## src/rtl/loader_pkg.sv

```systemverilog
// Loader package: data widths, image indices, memory bases and CRT header offsets
package loader_pkg;

	// ==============================
	// Widths and basic types
	// ==============================

	// Memory address and data widths
	localparam int ADDR_W = 25;
	localparam int BYTE_W = 8;

	typedef logic [ADDR_W-1:0] addr_t;
	typedef logic [BYTE_W-1:0] byte_t;

	// ==============================
	// Image indices from the host
	// ==============================

	// Program image, first two bytes hold the load address
	localparam byte_t IDX_PRG = 8'h04;

	// Cartridge image, reachable through two menu entries
	localparam byte_t IDX_CRT     = 8'h05;
	localparam byte_t IDX_CRT_ALT = 8'hC0;

	// Tape image
	localparam byte_t IDX_TAP = 8'h06;

	// ==============================
	// Memory map
	// ==============================

	// Cartridge banks are stored upward from here
	localparam addr_t CRT_BASE = 25'h100000;

	// Raw tape data area
	localparam addr_t TAP_BASE = 25'h200000;

	// Bank data starts on 8 KB boundaries
	localparam int BANK_ALIGN_W = 13;

	// ==============================
	// CRT file layout
	// ==============================

	// Cartridge hardware id, big endian, then the two line levels
	localparam int CRT_OFS_ID_HI = 'h16;
	localparam int CRT_OFS_ID_LO = 'h17;
	localparam int CRT_OFS_EXROM = 'h18;
	localparam int CRT_OFS_GAME  = 'h19;

	// First CHIP packet follows the file header
	localparam int CRT_OFS_PACKETS = 'h40;

	// Packet length field counts this header too
	localparam int CHIP_HDR_LEN = 16;

endpackage

```

## src/rtl/mem_wr_if.sv

```systemverilog
// Write request interface between address generation and the slot writer
interface mem_wr_if;
	import loader_pkg::*;

	// One-cycle request with its address and data
	logic  req;
	addr_t addr;
	byte_t data;

	// High while the writer holds a request that is not yet written
	logic  pending;

	modport source (
		output req,
		output addr,
		output data,
		input  pending
	);

	modport sink (
		input  req,
		input  addr,
		input  data,
		output pending
	);

endinterface

```

## src/rtl/crt_header_parser.sv

```systemverilog
// CRT image parser: file header fields, chip packet walk, bank records, attached flag
module crt_header_parser (
	input  logic               clk_sys,
	input  logic               reset_n,

	// Host download side
	input  logic               dl_active_i,
	input  loader_pkg::byte_t  dl_index_i,
	input  logic               dl_wr_i,
	input  loader_pkg::addr_t  dl_addr_i,
	input  loader_pkg::byte_t  dl_data_i,

	// Strobes towards address generation
	output logic               crt_start_o,
	output logic               crt_align_o,
	output logic               crt_payload_o,
	output loader_pkg::byte_t  crt_data_o,

	// File header fields
	output logic [15:0]        cart_id_o,
	output loader_pkg::byte_t  cart_exrom_o,
	output loader_pkg::byte_t  cart_game_o,

	// Bank record of the current chip packet
	output logic               bank_hdr_done_o,
	output loader_pkg::byte_t  bank_type_o,
	output logic [15:0]        bank_num_o,
	output logic [15:0]        bank_laddr_o,
	output logic [15:0]        bank_size_o,

	output logic               cart_attached_o
);
	import loader_pkg::*;

	logic        load_cart;
	logic        byte_wr;
	logic        in_packets;
	logic [3:0]  hdr_cnt;
	logic [31:0] blk_len;
	logic        old_active;

	assign load_cart  = (dl_index_i == IDX_CRT) || (dl_index_i == IDX_CRT_ALT);
	assign byte_wr    = dl_wr_i && load_cart;
	assign in_packets = dl_addr_i >= addr_t'(CRT_OFS_PACKETS);

	// ==============================
	// Packet walk
	// ==============================

	// hdr_cnt is nonzero while inside a chip packet header,
	// blk_len counts the payload bytes still to come
	always_ff @(posedge clk_sys) begin
		if (!reset_n) begin
			crt_start_o     <= 1'b0;
			crt_align_o     <= 1'b0;
			crt_payload_o   <= 1'b0;
			bank_hdr_done_o <= 1'b0;
			hdr_cnt         <= '0;
			blk_len         <= '0;
			old_active      <= 1'b0;
			cart_attached_o <= 1'b0;
		end else begin
			crt_start_o     <= 1'b0;
			crt_align_o     <= 1'b0;
			crt_payload_o   <= 1'b0;
			bank_hdr_done_o <= 1'b0;
			old_active      <= dl_active_i;

			// Detached while loading, attached once the download ends
			if (old_active != dl_active_i && load_cart) begin
				cart_attached_o <= old_active;
			end

			if (byte_wr) begin
				if (dl_addr_i == '0) begin
					crt_start_o <= 1'b1;
					hdr_cnt     <= '0;
					blk_len     <= '0;
				end else if (in_packets) begin
					if (hdr_cnt == 4'd0 && blk_len == '0) begin
						// New packet begins
						hdr_cnt     <= 4'd1;
						crt_align_o <= 1'b1;
					end else if (hdr_cnt != 4'd0) begin
						// Wraps to zero after header byte 15
						hdr_cnt <= hdr_cnt + 4'd1;
						case (hdr_cnt)
							4'd4: blk_len[31:24] <= dl_data_i;
							4'd5: blk_len[23:16] <= dl_data_i;
							4'd6: blk_len[15:8] <= dl_data_i;
							4'd7: blk_len[7:0] <= dl_data_i;
							4'd8: blk_len <= blk_len - 32'(CHIP_HDR_LEN);
							4'd15: bank_hdr_done_o <= 1'b1;
							default: ;
						endcase
					end else begin
						blk_len       <= blk_len - 32'd1;
						crt_payload_o <= 1'b1;
					end
				end
			end
		end
	end

	// ==============================
	// Header field capture
	// ==============================

	always_ff @(posedge clk_sys) begin
		if (byte_wr) begin
			crt_data_o <= dl_data_i;

			if (dl_addr_i == addr_t'(CRT_OFS_ID_HI)) cart_id_o[15:8] <= dl_data_i;
			if (dl_addr_i == addr_t'(CRT_OFS_ID_LO)) cart_id_o[7:0] <= dl_data_i;
			if (dl_addr_i == addr_t'(CRT_OFS_EXROM)) cart_exrom_o <= dl_data_i;
			if (dl_addr_i == addr_t'(CRT_OFS_GAME)) cart_game_o <= dl_data_i;

			// Chip packet fields, all big endian
			if (in_packets && hdr_cnt != 4'd0) begin
				case (hdr_cnt)
					4'd9: bank_type_o <= dl_data_i;
					4'd10: bank_num_o[15:8] <= dl_data_i;
					4'd11: bank_num_o[7:0] <= dl_data_i;
					4'd12: bank_laddr_o[15:8] <= dl_data_i;
					4'd13: bank_laddr_o[7:0] <= dl_data_i;
					4'd14: bank_size_o[15:8] <= dl_data_i;
					4'd15: bank_size_o[7:0] <= dl_data_i;
					default: ;
				endcase
			end
		end
	end

endmodule

```

## src/rtl/image_loader_top.sv

```systemverilog
// Image loader top level with CRT parser, address generator and slot writer
module image_loader_top (
	input  logic               clk_sys,
	input  logic               reset_n,

	// Host download port
	input  logic               dl_active_i,
	input  loader_pkg::byte_t  dl_index_i,
	input  logic               dl_wr_i,
	input  loader_pkg::addr_t  dl_addr_i,
	input  loader_pkg::byte_t  dl_data_i,
	output logic               dl_wait_o,

	// Memory slot and write port
	input  logic               slot_i,
	output logic               mem_we_o,
	output loader_pkg::addr_t  mem_addr_o,
	output loader_pkg::byte_t  mem_data_o,

	// Cartridge header
	output logic [15:0]        cart_id_o,
	output loader_pkg::byte_t  cart_exrom_o,
	output loader_pkg::byte_t  cart_game_o,
	output logic               cart_attached_o,

	// Bank records
	output logic               bank_wr_o,
	output loader_pkg::addr_t  bank_raddr_o,
	output loader_pkg::byte_t  bank_type_o,
	output logic [15:0]        bank_num_o,
	output logic [15:0]        bank_laddr_o,
	output logic [15:0]        bank_size_o
);
	import loader_pkg::*;

	logic  crt_start;
	logic  crt_align;
	logic  crt_payload;
	byte_t crt_data;
	logic  bank_hdr_done;

	mem_wr_if wr_bus ();

	crt_header_parser u_parser (
		.clk_sys         (clk_sys),
		.reset_n         (reset_n),
		.dl_active_i     (dl_active_i),
		.dl_index_i      (dl_index_i),
		.dl_wr_i         (dl_wr_i),
		.dl_addr_i       (dl_addr_i),
		.dl_data_i       (dl_data_i),
		.crt_start_o     (crt_start),
		.crt_align_o     (crt_align),
		.crt_payload_o   (crt_payload),
		.crt_data_o      (crt_data),
		.cart_id_o       (cart_id_o),
		.cart_exrom_o    (cart_exrom_o),
		.cart_game_o     (cart_game_o),
		.bank_hdr_done_o (bank_hdr_done),
		.bank_type_o     (bank_type_o),
		.bank_num_o      (bank_num_o),
		.bank_laddr_o    (bank_laddr_o),
		.bank_size_o     (bank_size_o),
		.cart_attached_o (cart_attached_o)
	);

	load_addr_gen u_addr_gen (
		.clk_sys         (clk_sys),
		.reset_n         (reset_n),
		.dl_index_i      (dl_index_i),
		.dl_wr_i         (dl_wr_i),
		.dl_addr_i       (dl_addr_i),
		.dl_data_i       (dl_data_i),
		.crt_start_i     (crt_start),
		.crt_align_i     (crt_align),
		.crt_payload_i   (crt_payload),
		.crt_data_i      (crt_data),
		.bank_hdr_done_i (bank_hdr_done),
		.bank_wr_o       (bank_wr_o),
		.bank_raddr_o    (bank_raddr_o),
		.wr              (wr_bus.source)
	);

	slot_writer u_slot_writer (
		.clk_sys    (clk_sys),
		.reset_n    (reset_n),
		.slot_i     (slot_i),
		.mem_we_o   (mem_we_o),
		.mem_addr_o (mem_addr_o),
		.mem_data_o (mem_data_o),
		.wr         (wr_bus.sink)
	);

	// Host waits while a byte is still pending
	assign dl_wait_o = wr_bus.pending;

endmodule

```

## src/rtl/load_addr_gen.sv

```systemverilog
// Target address counter for PRG, TAP and CRT images, issues one write request per byte
module load_addr_gen (
	input  logic               clk_sys,
	input  logic               reset_n,

	// Host download side
	input  loader_pkg::byte_t  dl_index_i,
	input  logic               dl_wr_i,
	input  loader_pkg::addr_t  dl_addr_i,
	input  loader_pkg::byte_t  dl_data_i,

	// Strobes from the CRT parser
	input  logic               crt_start_i,
	input  logic               crt_align_i,
	input  logic               crt_payload_i,
	input  loader_pkg::byte_t  crt_data_i,
	input  logic               bank_hdr_done_i,

	// Bank record address
	output logic               bank_wr_o,
	output loader_pkg::addr_t  bank_raddr_o,

	mem_wr_if.source           wr
);
	import loader_pkg::*;

	logic  is_prg;
	logic  is_tap;
	addr_t load_addr;

	assign is_prg = dl_wr_i && (dl_index_i == IDX_PRG);
	assign is_tap = dl_wr_i && (dl_index_i == IDX_TAP);

	always_ff @(posedge clk_sys) begin
		if (!reset_n) begin
			wr.req    <= 1'b0;
			bank_wr_o <= 1'b0;
			load_addr <= '0;
		end else begin
			wr.req    <= 1'b0;
			bank_wr_o <= 1'b0;

			// ==============================
			// PRG
			// ==============================
			if (is_prg) begin
				if (dl_addr_i == '0) begin
					// Low byte of the load address, upper bits cleared
					load_addr <= addr_t'(dl_data_i);
				end else if (dl_addr_i == addr_t'(1)) begin
					load_addr[15:8] <= dl_data_i;
				end else begin
					wr.req    <= 1'b1;
					wr.addr   <= load_addr;
					wr.data   <= dl_data_i;
					load_addr <= load_addr + addr_t'(1);
				end
			end

			// ==============================
			// TAP
			// ==============================
			if (is_tap) begin
				wr.req  <= 1'b1;
				wr.data <= dl_data_i;
				if (dl_addr_i == '0) begin
					wr.addr   <= TAP_BASE;
					load_addr <= TAP_BASE + addr_t'(1);
				end else begin
					wr.addr   <= load_addr;
					load_addr <= load_addr + addr_t'(1);
				end
			end

			// ==============================
			// CRT
			// ==============================
			if (crt_start_i) begin
				load_addr <= CRT_BASE;
			end

			// Round up to the next bank boundary
			if (crt_align_i && load_addr[BANK_ALIGN_W-1:0] != '0) begin
				load_addr <= {load_addr[ADDR_W-1:BANK_ALIGN_W] + 1'b1, {BANK_ALIGN_W{1'b0}}};
			end

			if (crt_payload_i) begin
				wr.req    <= 1'b1;
				wr.addr   <= load_addr;
				wr.data   <= crt_data_i;
				load_addr <= load_addr + addr_t'(1);
			end

			// Bank data starts at the aligned address
			if (bank_hdr_done_i) begin
				bank_wr_o    <= 1'b1;
				bank_raddr_o <= load_addr;
			end
		end
	end

endmodule

```

## src/rtl/slot_writer.sv

```systemverilog
// Pending write holder: host wait level and one-cycle write in a bus-idle slot
module slot_writer (
	input  logic               clk_sys,
	input  logic               reset_n,

	// Bus-idle level from the computer core
	input  logic               slot_i,

	// Memory write port
	output logic               mem_we_o,
	output loader_pkg::addr_t  mem_addr_o,
	output loader_pkg::byte_t  mem_data_o,

	mem_wr_if.sink             wr
);
	import loader_pkg::*;

	addr_t pend_addr;
	byte_t pend_data;
	logic  slot_d;
	logic  slot_rise;

	// Only a fresh slot counts, one already open when the request came is skipped
	assign slot_rise = slot_i && !slot_d;

	// ==============================
	// Pending flag and write strobe
	// ==============================

	always_ff @(posedge clk_sys) begin
		if (!reset_n) begin
			slot_d     <= 1'b0;
			wr.pending <= 1'b0;
			mem_we_o   <= 1'b0;
		end else begin
			slot_d   <= slot_i;
			mem_we_o <= 1'b0;

			if (wr.pending && slot_rise) begin
				// Write goes out and the host is released together
				mem_we_o   <= 1'b1;
				wr.pending <= 1'b0;
			end else if (wr.req) begin
				wr.pending <= 1'b1;
			end
		end
	end

	// Address and data held until the write is done
	always_ff @(posedge clk_sys) begin
		if (wr.req) begin
			pend_addr <= wr.addr;
			pend_data <= wr.data;
		end
	end

	assign mem_addr_o = pend_addr;
	assign mem_data_o = pend_data;

endmodule

```

## config.mk

```make
export PLATFORM = sky130hd
export DESIGN_NAME = image_loader_top
export DESIGN_NICKNAME = d
export VERILOG_FILES = /design/src/rtl/loader_pkg.sv /design/src/rtl/mem_wr_if.sv /design/src/rtl/crt_header_parser.sv /design/src/rtl/image_loader_top.sv /design/src/rtl/load_addr_gen.sv /design/src/rtl/slot_writer.sv
export SDC_FILE = /design/constraint.sdc
export NUM_CORES = 1
export LEC_CHECK = 0
export BUFFER_PORTS_ARGS = -buffer_cell sky130_fd_sc_hd__buf_2
export CORE_MARGIN = 3
export CORE_UTILIZATION = 30
export CTS_CLUSTER_SIZE = 14
export DETAILED_ROUTE_END_ITERATION = 6
export PLACE_DENSITY = 0.46
export RECOVER_POWER = 100
export SETUP_SLACK_MARGIN = 0.05
export SLEW_MARGIN = 10
export SYNTH_ARGS = -nofsm -noshare
export SYNTH_HDL_FRONTEND = slang
export SYNTH_SLANG_ARGS = --single-unit
```

## constraint.sdc

```tcl
create_clock -name clk_sys -period 5.29 [get_ports clk_sys]
set_input_delay 1.058 -clock clk_sys [delete_from_list [all_inputs] [get_ports clk_sys]]
set_output_delay 1.058 -clock clk_sys [all_outputs]
set_load 0.02 [all_outputs]
```

==> results_dict.tcl, run 1 <==
set metrics [dict create \
    post_cts_buffers 0 \
    synth_edf_count 187 \
    cts.sinks 259 \
    fmaxAchievable_mhz 233 \
    num_rows 69 \
    cts_resized 0 \
    synth.avg_cell_area_um2 12.1 \
    maxSlewHeadroom_pct -73.4 \
    placedCellCount 1534 \
    pin_count 196 \
    synth_xor_area_share_pct 1.18 \
    synthArstFlopShare_pct 0 \
    period_needed_ns 4.28 \
    area_delta_synth_final_pct 20.4 \
    cellPowerDensity_mw_per_mm2 331 \
    worstMarginPinSlew_ns 2.60 \
    worst-r2r-cell-count 8 \
    htree_levels 1 \
    synth_ff_type "edfxtp_1" \
    num_vias 8368 \
    finalHoldViolations 0 \
    postRouteWirelength_um 34400 \
    wl_per_cell_um 21.6 \
    track_usage_pct 16.9 \
    skew_ns 0.00921 \
    drt_iter0_drc 542 \
    muxShareOfSynthArea_pct 1.08 \
    path_clk_slew_ns 0.06 \
    crit_start "u_parser.blk_len[0]" \
    final_layout_size_suffix_gt1_share_pct 11.5 \
    synth_nets 969 \
    drtPass1Iterations 5 \
    grt_pass1_vias 8202 \
    ys_seq_elements 259 \
    r2r-start "u_parser.blk_len[0]" \
    syn_area_mm2 0.0111 \
    tns_ns 0 \
    fp.dieW_um 198 \
    ir_drop_mv 0.214 \
    clock_path_buffers 3 \
    die_h_um 198 \
    grt_pass1_wl_um 51200 \
    tritoncts "yes" \
    final_cells 1592 \
    violations "max-capacitance violations, max-slew violations" \
    hold_class "flip-flop to flip-flop" \
    overflow 0 \
    worstSetupEndpointType "flip-flop" \
    crit-reg2reg-capture "u_parser.blk_len[19]" \
    nets 1160 \
    vias_per_cell 5.26 \
    cts_buffers 30 \
    p_leak_nw 4.47 \
    finalCritPeriodShare_pct 81.0 \
    cap_viol_max_count 2 \
    synthCells 914 \
    drc 0 \
    power_mw 4.43 \
    place_area_mm2 0.0126 \
    synthTopCellsByArea "edfxtp_1 51%, dfxtp_1 13%, nor2_1 2.4%, o221a_2 2.1%, a21oi_1 2.0%" \
    gp_congestion 0.827 \
    crit_end "u_parser.blk_len[19]" \
    die_area_mm2 0.0393 \
    grt_max_degree 55 \
    setup_viol 0 \
    ctsHoldBuffers 0 \
    postLayoutCellArea_mm2 0.0134 \
    drtAntennaViolNets 0 \
    hpwl_um 23300 \
    yosysTopAreaCellShare_pct 50.6 \
    cp.arrival_ns 4.78 \
    antenna_found_initial 2 \
    ys_seq_area_share_pct 63.6 \
    ff2ff_setup_slack_ns 1.01 \
    synth_compound_area_share_pct 14.5 \
    timing.critical_path.from_type "flip-flop" \
    io_buffers 195 \
    synth_warnings 0 \
    initial_core_util_pct 30.8 \
    synth_top_family_by_area "simple AND/OR/NAND/NOR gates" \
    coreArea_mm2 0.0360 \
    worstSetupPathType "flip-flop to flip-flop" \
    outcome "finished with violations" \
    root_buffer "clkbuf_16" \
    cp_max_fo 8 \
    clk_latency_ns 0.56 \
    cp.required_ns 5.79 \
    synth_fa_ha_area_share_pct 1.01 \
    yosys.area.top_type "edfxtp_1" \
    rsz0062_at_grt "false" \
    yosys.area_share.simple_pct 15.8 \
    maxSlewViolCount 90 \
    synth_cell_types 69 \
]
metal layers:
metal	track usage (%)	up-vias	share of wire, %
met5	0	-	0
met4	5.48	0	2.6
met3	2.52	58	4.5
met2	28.1	217	48
met1	22.8	4125	45
li1	-	3968	-
synth_stat cells (5+ instances only):
cell,instances
a211oi_1,18
a21oi_1,45
a22oi_1,5
a31oi_1,21
a32o_1,5
a41oi_1,9
and2_1,16
and3_1,16
and4_1,6
clkbuf_1,46
dfxtp_1,72
edfxtp_1,187
ha_1,9
inv_1,22
mux2_2,8
nand2_1,46
nand2b_1,9
nand3_1,24
nand4_1,14
nor2_1,71
nor2b_1,26
nor3_1,31
nor4_1,22
nor4b_1,6
o21ai_0,35
o221a_2,21
o22ai_1,11
o31ai_1,9
or3_1,5
or4_1,11
xnor2_1,9
xor2_1,6
per-stage QoR:
| stage | utilization (%) | hold slack (ns) | setup WS (ns) |
|---|---|---|---|
| floorplan | - | 0.400 | 1.22 |
| global placement | 34.9 | 0.404 | 1.31 |
| detailed placement | 34.9 | 0.405 | 1.23 |
| CTS | 37.9 | 0.415 | 1.67 |
| global route | 37.1 | 0.424 | 0.706 |
| finish | 37.1 | 0.414 | 1.01 |
state kept, by name, indices dropped and copies added (netlist names), 4 cells and up:
| signal | cells |
|---|---|
| u_addr_gen.load_addr | 25 |
| u_parser.cart_game_o | 8 |
| u_parser.bank_type_o | 8 |
| u_parser.bank_num_o | 16 |
| u_parser.blk_len | 32 |
| u_parser.hdr_cnt | 4 |
| u_slot_writer.mem_addr_o | 25 |
| u_parser.bank_size_o | 16 |
| u_parser.bank_laddr_o | 16 |
| u_slot_writer.mem_data_o | 8 |
| u_addr_gen.wr.data | 8 |
| u_addr_gen.wr.addr | 25 |
| u_addr_gen.bank_raddr_o | 25 |
| u_parser.cart_exrom_o | 8 |
| u_parser.cart_id_o | 16 |
| u_parser.crt_data_o | 8 |
where the power goes:
part / total, mW / leakage [nW] / switching, mW / internal (mW)
Clock: 2.18 / 0.502 / 0.842 / 1.34
Sequential: 2.16 / 2.28 / 0.000818 / 2.16
Combinational: 0.0800 / 1.69 / 0.0593 / 0.0208
how the worst min path moves through the flow:
stage	startpoint	end	slack (ns)	cells after the start
floorplan	u_addr_gen.wr.addr[0]	u_slot_writer.mem_addr_o[0]	0.40	0
CTS	u_addr_gen.wr.addr[23]	u_slot_writer.mem_addr_o[23]	0.42	0
detailed placement	u_addr_gen.wr.addr[19]	u_slot_writer.mem_addr_o[19]	0.40	0
global placement	u_addr_gen.wr.addr[19]	u_slot_writer.mem_addr_o[19]	0.40	0
global route	u_addr_gen.wr.addr[16]	u_slot_writer.mem_addr_o[16]	0.42	0
finish	u_addr_gen.wr.addr[23]	u_slot_writer.mem_addr_o[23]	0.41	0
area by class of cell:
type / instances / area (µm²)
Clock buffer: 43 / 830
Sequential cell: 259 / 7060
Clock inverter: 13 / 218
Antenna cell: 2 / 5.00
Fill cell: 3603 / 22600
Timing Repair Buffer: 212 / 883
Multi-Input combinational cell: 580 / 3710
Tap cell: 461 / 577
Inverter: 22 / 82.6
logic make-up (layout without fill, tap and decap cells):
group	count (synthesis)	count (layout)
buffers and inverters	75	290
adders and majority gates	9	9
xor gates and xnor gates	15	15
and+or+nand+nor	322	322
DFF	259	259
muxes	11	11
AOI/OAI and AO/OA	223	223
other	0	2
critical path, cell delays in order, from the launching register on:
cell      delay (ns)
dfxtp_1         0.35
inv_1           0.09
ha_1            0.18
nor3b_1         0.85
nand4_1         0.38
or4_1           0.70
a221oi_1        0.98
nand2b_1        0.43
o221a_2         0.25
cell usage in the layout (no fill, tap or decap), types with 9 or more instances in the layout:
cell / count
a211oi_1: 18
a21oi_1: 45
a31oi_1: 21
a41oi_1: 9
and3_1: 16
buf_2: 34
buf_4: 12
clkbuf_1: 176
clkbuf_16: 30
dfxtp_1: 72
edfxtp_1: 187
ha_1: 9
inv_1: 22
nand2_1: 46
nand2b_1: 9
nand3_1: 24
nand4_1: 14
nor2_1: 71
nor2b_1: 25
nor3_1: 31
nor4_1: 22
o21ai_0: 35
o221a_2: 21
o22ai_1: 11
or4_1: 12
xnor2_1: 9
Note: power is estimated with default switching activity, not from simulation.
==> inputs of run 2 (changes only) <==
--- a/config.mk
+++ b/config.mk
@@ -5,6 +5,7 @@
 export SDC_FILE = /design/constraint.sdc
 export NUM_CORES = 1
 export LEC_CHECK = 0
+export ABC_AREA = 1
 export BUFFER_PORTS_ARGS = -buffer_cell sky130_fd_sc_hd__buf_2
 export CORE_MARGIN = 3
 export CORE_UTILIZATION = 30
==> constraint.sdc (replaced) <==
create_clock -name clk_sys -period 4.48 [get_ports clk_sys]
set_input_delay 0.896 -clock clk_sys [delete_from_list [all_inputs] [get_ports clk_sys]]
set_output_delay 0.896 -clock clk_sys [all_outputs]
set_load 0.02 [all_outputs]
==> run 2 against run 1 <==
Net effect: the run still ends with max-capacitance violations, max-slew violations left; critical path depth grew 5; clock-buffer cell count shrank 3; synthesized cell count grew 43%; die area grew 8.6%; global-route usage is essentially flat; clock power grew 4%; sequential share of layout area shrank 3.2 points; utilization shrank 0.80 points; cell count grew 29%; non-clock buffer count shrank 1; largest power group is now sequential cells.
==> results_dict.tcl, run 2 <==
set metrics [dict create \
    synthCells 1309 \
    synthArstFlopShare_pct 0 \
    finalCritPeriodShare_pct 78.1 \
    fmaxAchievable_mhz 286 \
    tritoncts "yes" \
    ys_seq_area_share_pct 58.4 \
    largest_reg_flops 32 \
    timing.critical_path.from_type "flip-flop" \
    fin_ws_ns 0.979 \
    cts_resized 0 \
    clock_path_buffers 3 \
    final_common_cell "nand2_1" \
    outcome "finished with violations" \
    final_cell_mix "267 x nand2_1, 190 x nor2_1, 187 x edfxtp_1, 177 x clkbuf_1, 138 x inv_1" \
    grt_max_degree 35 \
    yosys.area.top_type "edfxtp_1" \
    skew_ns 0.0236 \
    n_fill_cell 4097 \
    cp.arrival_ns 3.88 \
    pin_count 196 \
    drc 0 \
    syn_area_mm2 0.0121 \
    synth_common_cells "259 x nand2_1, 187 x edfxtp_1, 183 x nor2_1" \
    cellPowerDensity_mw_per_mm2 347 \
    p_int_mw 3.87 \
    track_usage_pct 17.0 \
    synth_warnings 0 \
    grt_pass1_wl_um 55900 \
    die_area_mm2 0.0427 \
    tns_ns 0 \
    num_vias 9776 \
    top_register "u_parser.blk_len" \
    ff2ff_setup_slack_ns 0.98 \
    power_mw 4.94 \
    synth_cell_types 46 \
    root_buffer "clkbuf_16" \
    cts_buffers 30 \
    synth_edf_count 187 \
    wl_per_cell_um 17.9 \
    synth_ff_type "edfxtp_1" \
    htree_levels 1 \
    worstSetupPathType "flip-flop to flip-flop" \
    clk_latency_ns 0.56 \
    p_leak_nw 5.38 \
    n_antenna_cell 0 \
    postLayoutCellArea_mm2 0.0142 \
    finalHoldViolations 0 \
    cap_viol_max_count 2 \
    cp_max_fo 34 \
    overflow 0 \
    ir_drop_mv 0.227 \
    gp_congestion 0.873 \
    setup_viol 0 \
    ctsHoldBuffers 0 \
    seqPwrFrac_pct 51.9 \
    vias_per_cell 4.74 \
    yosysTopAreaCellShare_pct 46.5 \
    cp.required_ns 4.86 \
    synth_nets 1364 \
    synthTopCellsByArea "edfxtp_1 46%, dfxtp_1 12%, nand2_1 8.0%, nor2_1 5.7%, inv_1 4.2%" \
    drtAntennaViolNets 0 \
    worstSetupEndpointType "flip-flop" \
    pre_cts_slack_ns 1.15 \
    hold_class "flip-flop to flip-flop" \
    area_delta_synth_final_pct 17.8 \
    fp.dieW_um 207 \
    violations "max-capacitance violations, max-slew violations" \
    initial_core_util_pct 30.8 \
    rsz0062_at_grt "false" \
    path_clk_slew_ns 0.06 \
    final_core_util_pct 36.3 \
    io_buffers 195 \
    maxSlewViolCount 61 \
    drt_iter0_drc 718 \
    coreArea_mm2 0.0392 \
    post_cts_buffers 0 \
    worstMarginPinSlew_ns 1.64 \
    nets 1575 \
    synth.avg_cell_area_um2 9.23 \
    num_rows 72 \
    place_area_mm2 0.0137 \
    maxSlewHeadroom_pct -9.32 \
    combinationalPowerShare_pct 2.3 \
    yosysMostFrequentCell "nand2_1" \
    period_needed_ns 3.50 \
    p_clk_share_pct 45.8 \
    postRouteWirelength_um 36800 \
    hpwl_um 26300 \
    switchingPower_mw 1.06 \
    final_layout_size_suffix_gt1_share_pct 8.30 \
    cts.sinks 259 \
    ys_seq_elements 259 \
    antenna_found_initial 1 \
    drtPass1Iterations 5 \
    p_sw_share_pct 21.6 \
    grt_pass1_vias 9375 \
    die_h_um 207 \
]
[run 2: cell count changes in the layout (fill, tap and decap cells not counted), sizes merged, moves of 15 or more]
| cell | change |
|---|---|
| nand2 | +230 |
| nor2 | +138 |
| inv | +120 |
| nand3 | +71 |
| o21ai | +69 |
| a21oi | +36 |
| nor2b | -26 |
| o221a | -20 |
| nor4 | -18 |
| a211oi | -17 |
| xor2 | +17 |
| and3 | -16 |
| a31oi | -15 |
[run 2: power by group through the flow]
stage	logic (mW)	registers, mW	clock network [mW]
2_1_floorplan	0.0475	2.61	0
3_3_place_gp	0.118	2.61	0
3_5_place_dp	0.118	2.61	0
4_1_cts	0.119	2.56	2.33
5_1_grt	0.126	2.56	2.44
6_report	0.113	2.56	2.26
[run 2: path summary, 6_finish.rpt]
path / end / depth (start not counted) / startpoint
worst max register to register: u_parser.blk_len[0] / 13 / u_parser.hdr_cnt[0]
worst min-delay path: u_slot_writer.mem_data_o[1] / 0 / u_addr_gen.wr.data[1]
worst max-delay path: u_parser.blk_len[0] / 13 / u_parser.hdr_cnt[0]
worst min register to register: u_slot_writer.mem_data_o[1] / 0 / u_addr_gen.wr.data[1]
[run 2: cells by family after synthesis]
kind of cell	share of synthesized area [%]
simple gates	23.3
flops	58.4
compound gates	9.68
buf+inv	5.86
xor+xnor	1.81
fa+ha+maj	0.932
[run 2: stage by stage]
stage / instances / hold WS [ns]
final: 2061 / 0.406
after global routing: 2061 / 0.425
after CTS: 2061 / 0.406
after detailed placement: 2006 / 0.405
after global placement: 2006 / 0.405
after floorplan: 1309 / 0.399
[run 2: per-layer routing]
metal  part of all wire, %  global-route usage [%]  wire, µm
met3                   5.2                    2.41      1910
met1                    44                    22.5     16100
met2                    49                    29.3     18000
met4                   2.1                    4.41       777
met5                     0                       0         0
[run 2: area by class of cell]
| class | instances | area, µm² | area share, % |
|---|---|---|---|
| Multi-Input combinational cell | 876 | 4220 | 29.7 |
| Sequential cell | 259 | 7060 | 49.6 |
| Timing Repair Buffer | 211 | 865 | 6.07 |
| Clock buffer | 40 | 820 | 5.76 |
| Tap cell | 518 | 648 | 4.55 |
| Inverter | 142 | 533 | 3.75 |
| Clock inverter | 15 | 86.3 | 0.607 |
[run 2: critical path, cell delays in order (launching register included)]
cell	delay, ns
dfxtp_1	0.40
inv_1	0.11
ha_1	0.23
inv_1	0.10
nor2_1	0.15
nand2_1	0.10
buf_4	0.37
inv_1	0.47
nand3_1	0.25
nand2_1	0.11
nor2_1	0.52
nand2_1	0.25
o21ai_0	0.20
nor2_1	0.05
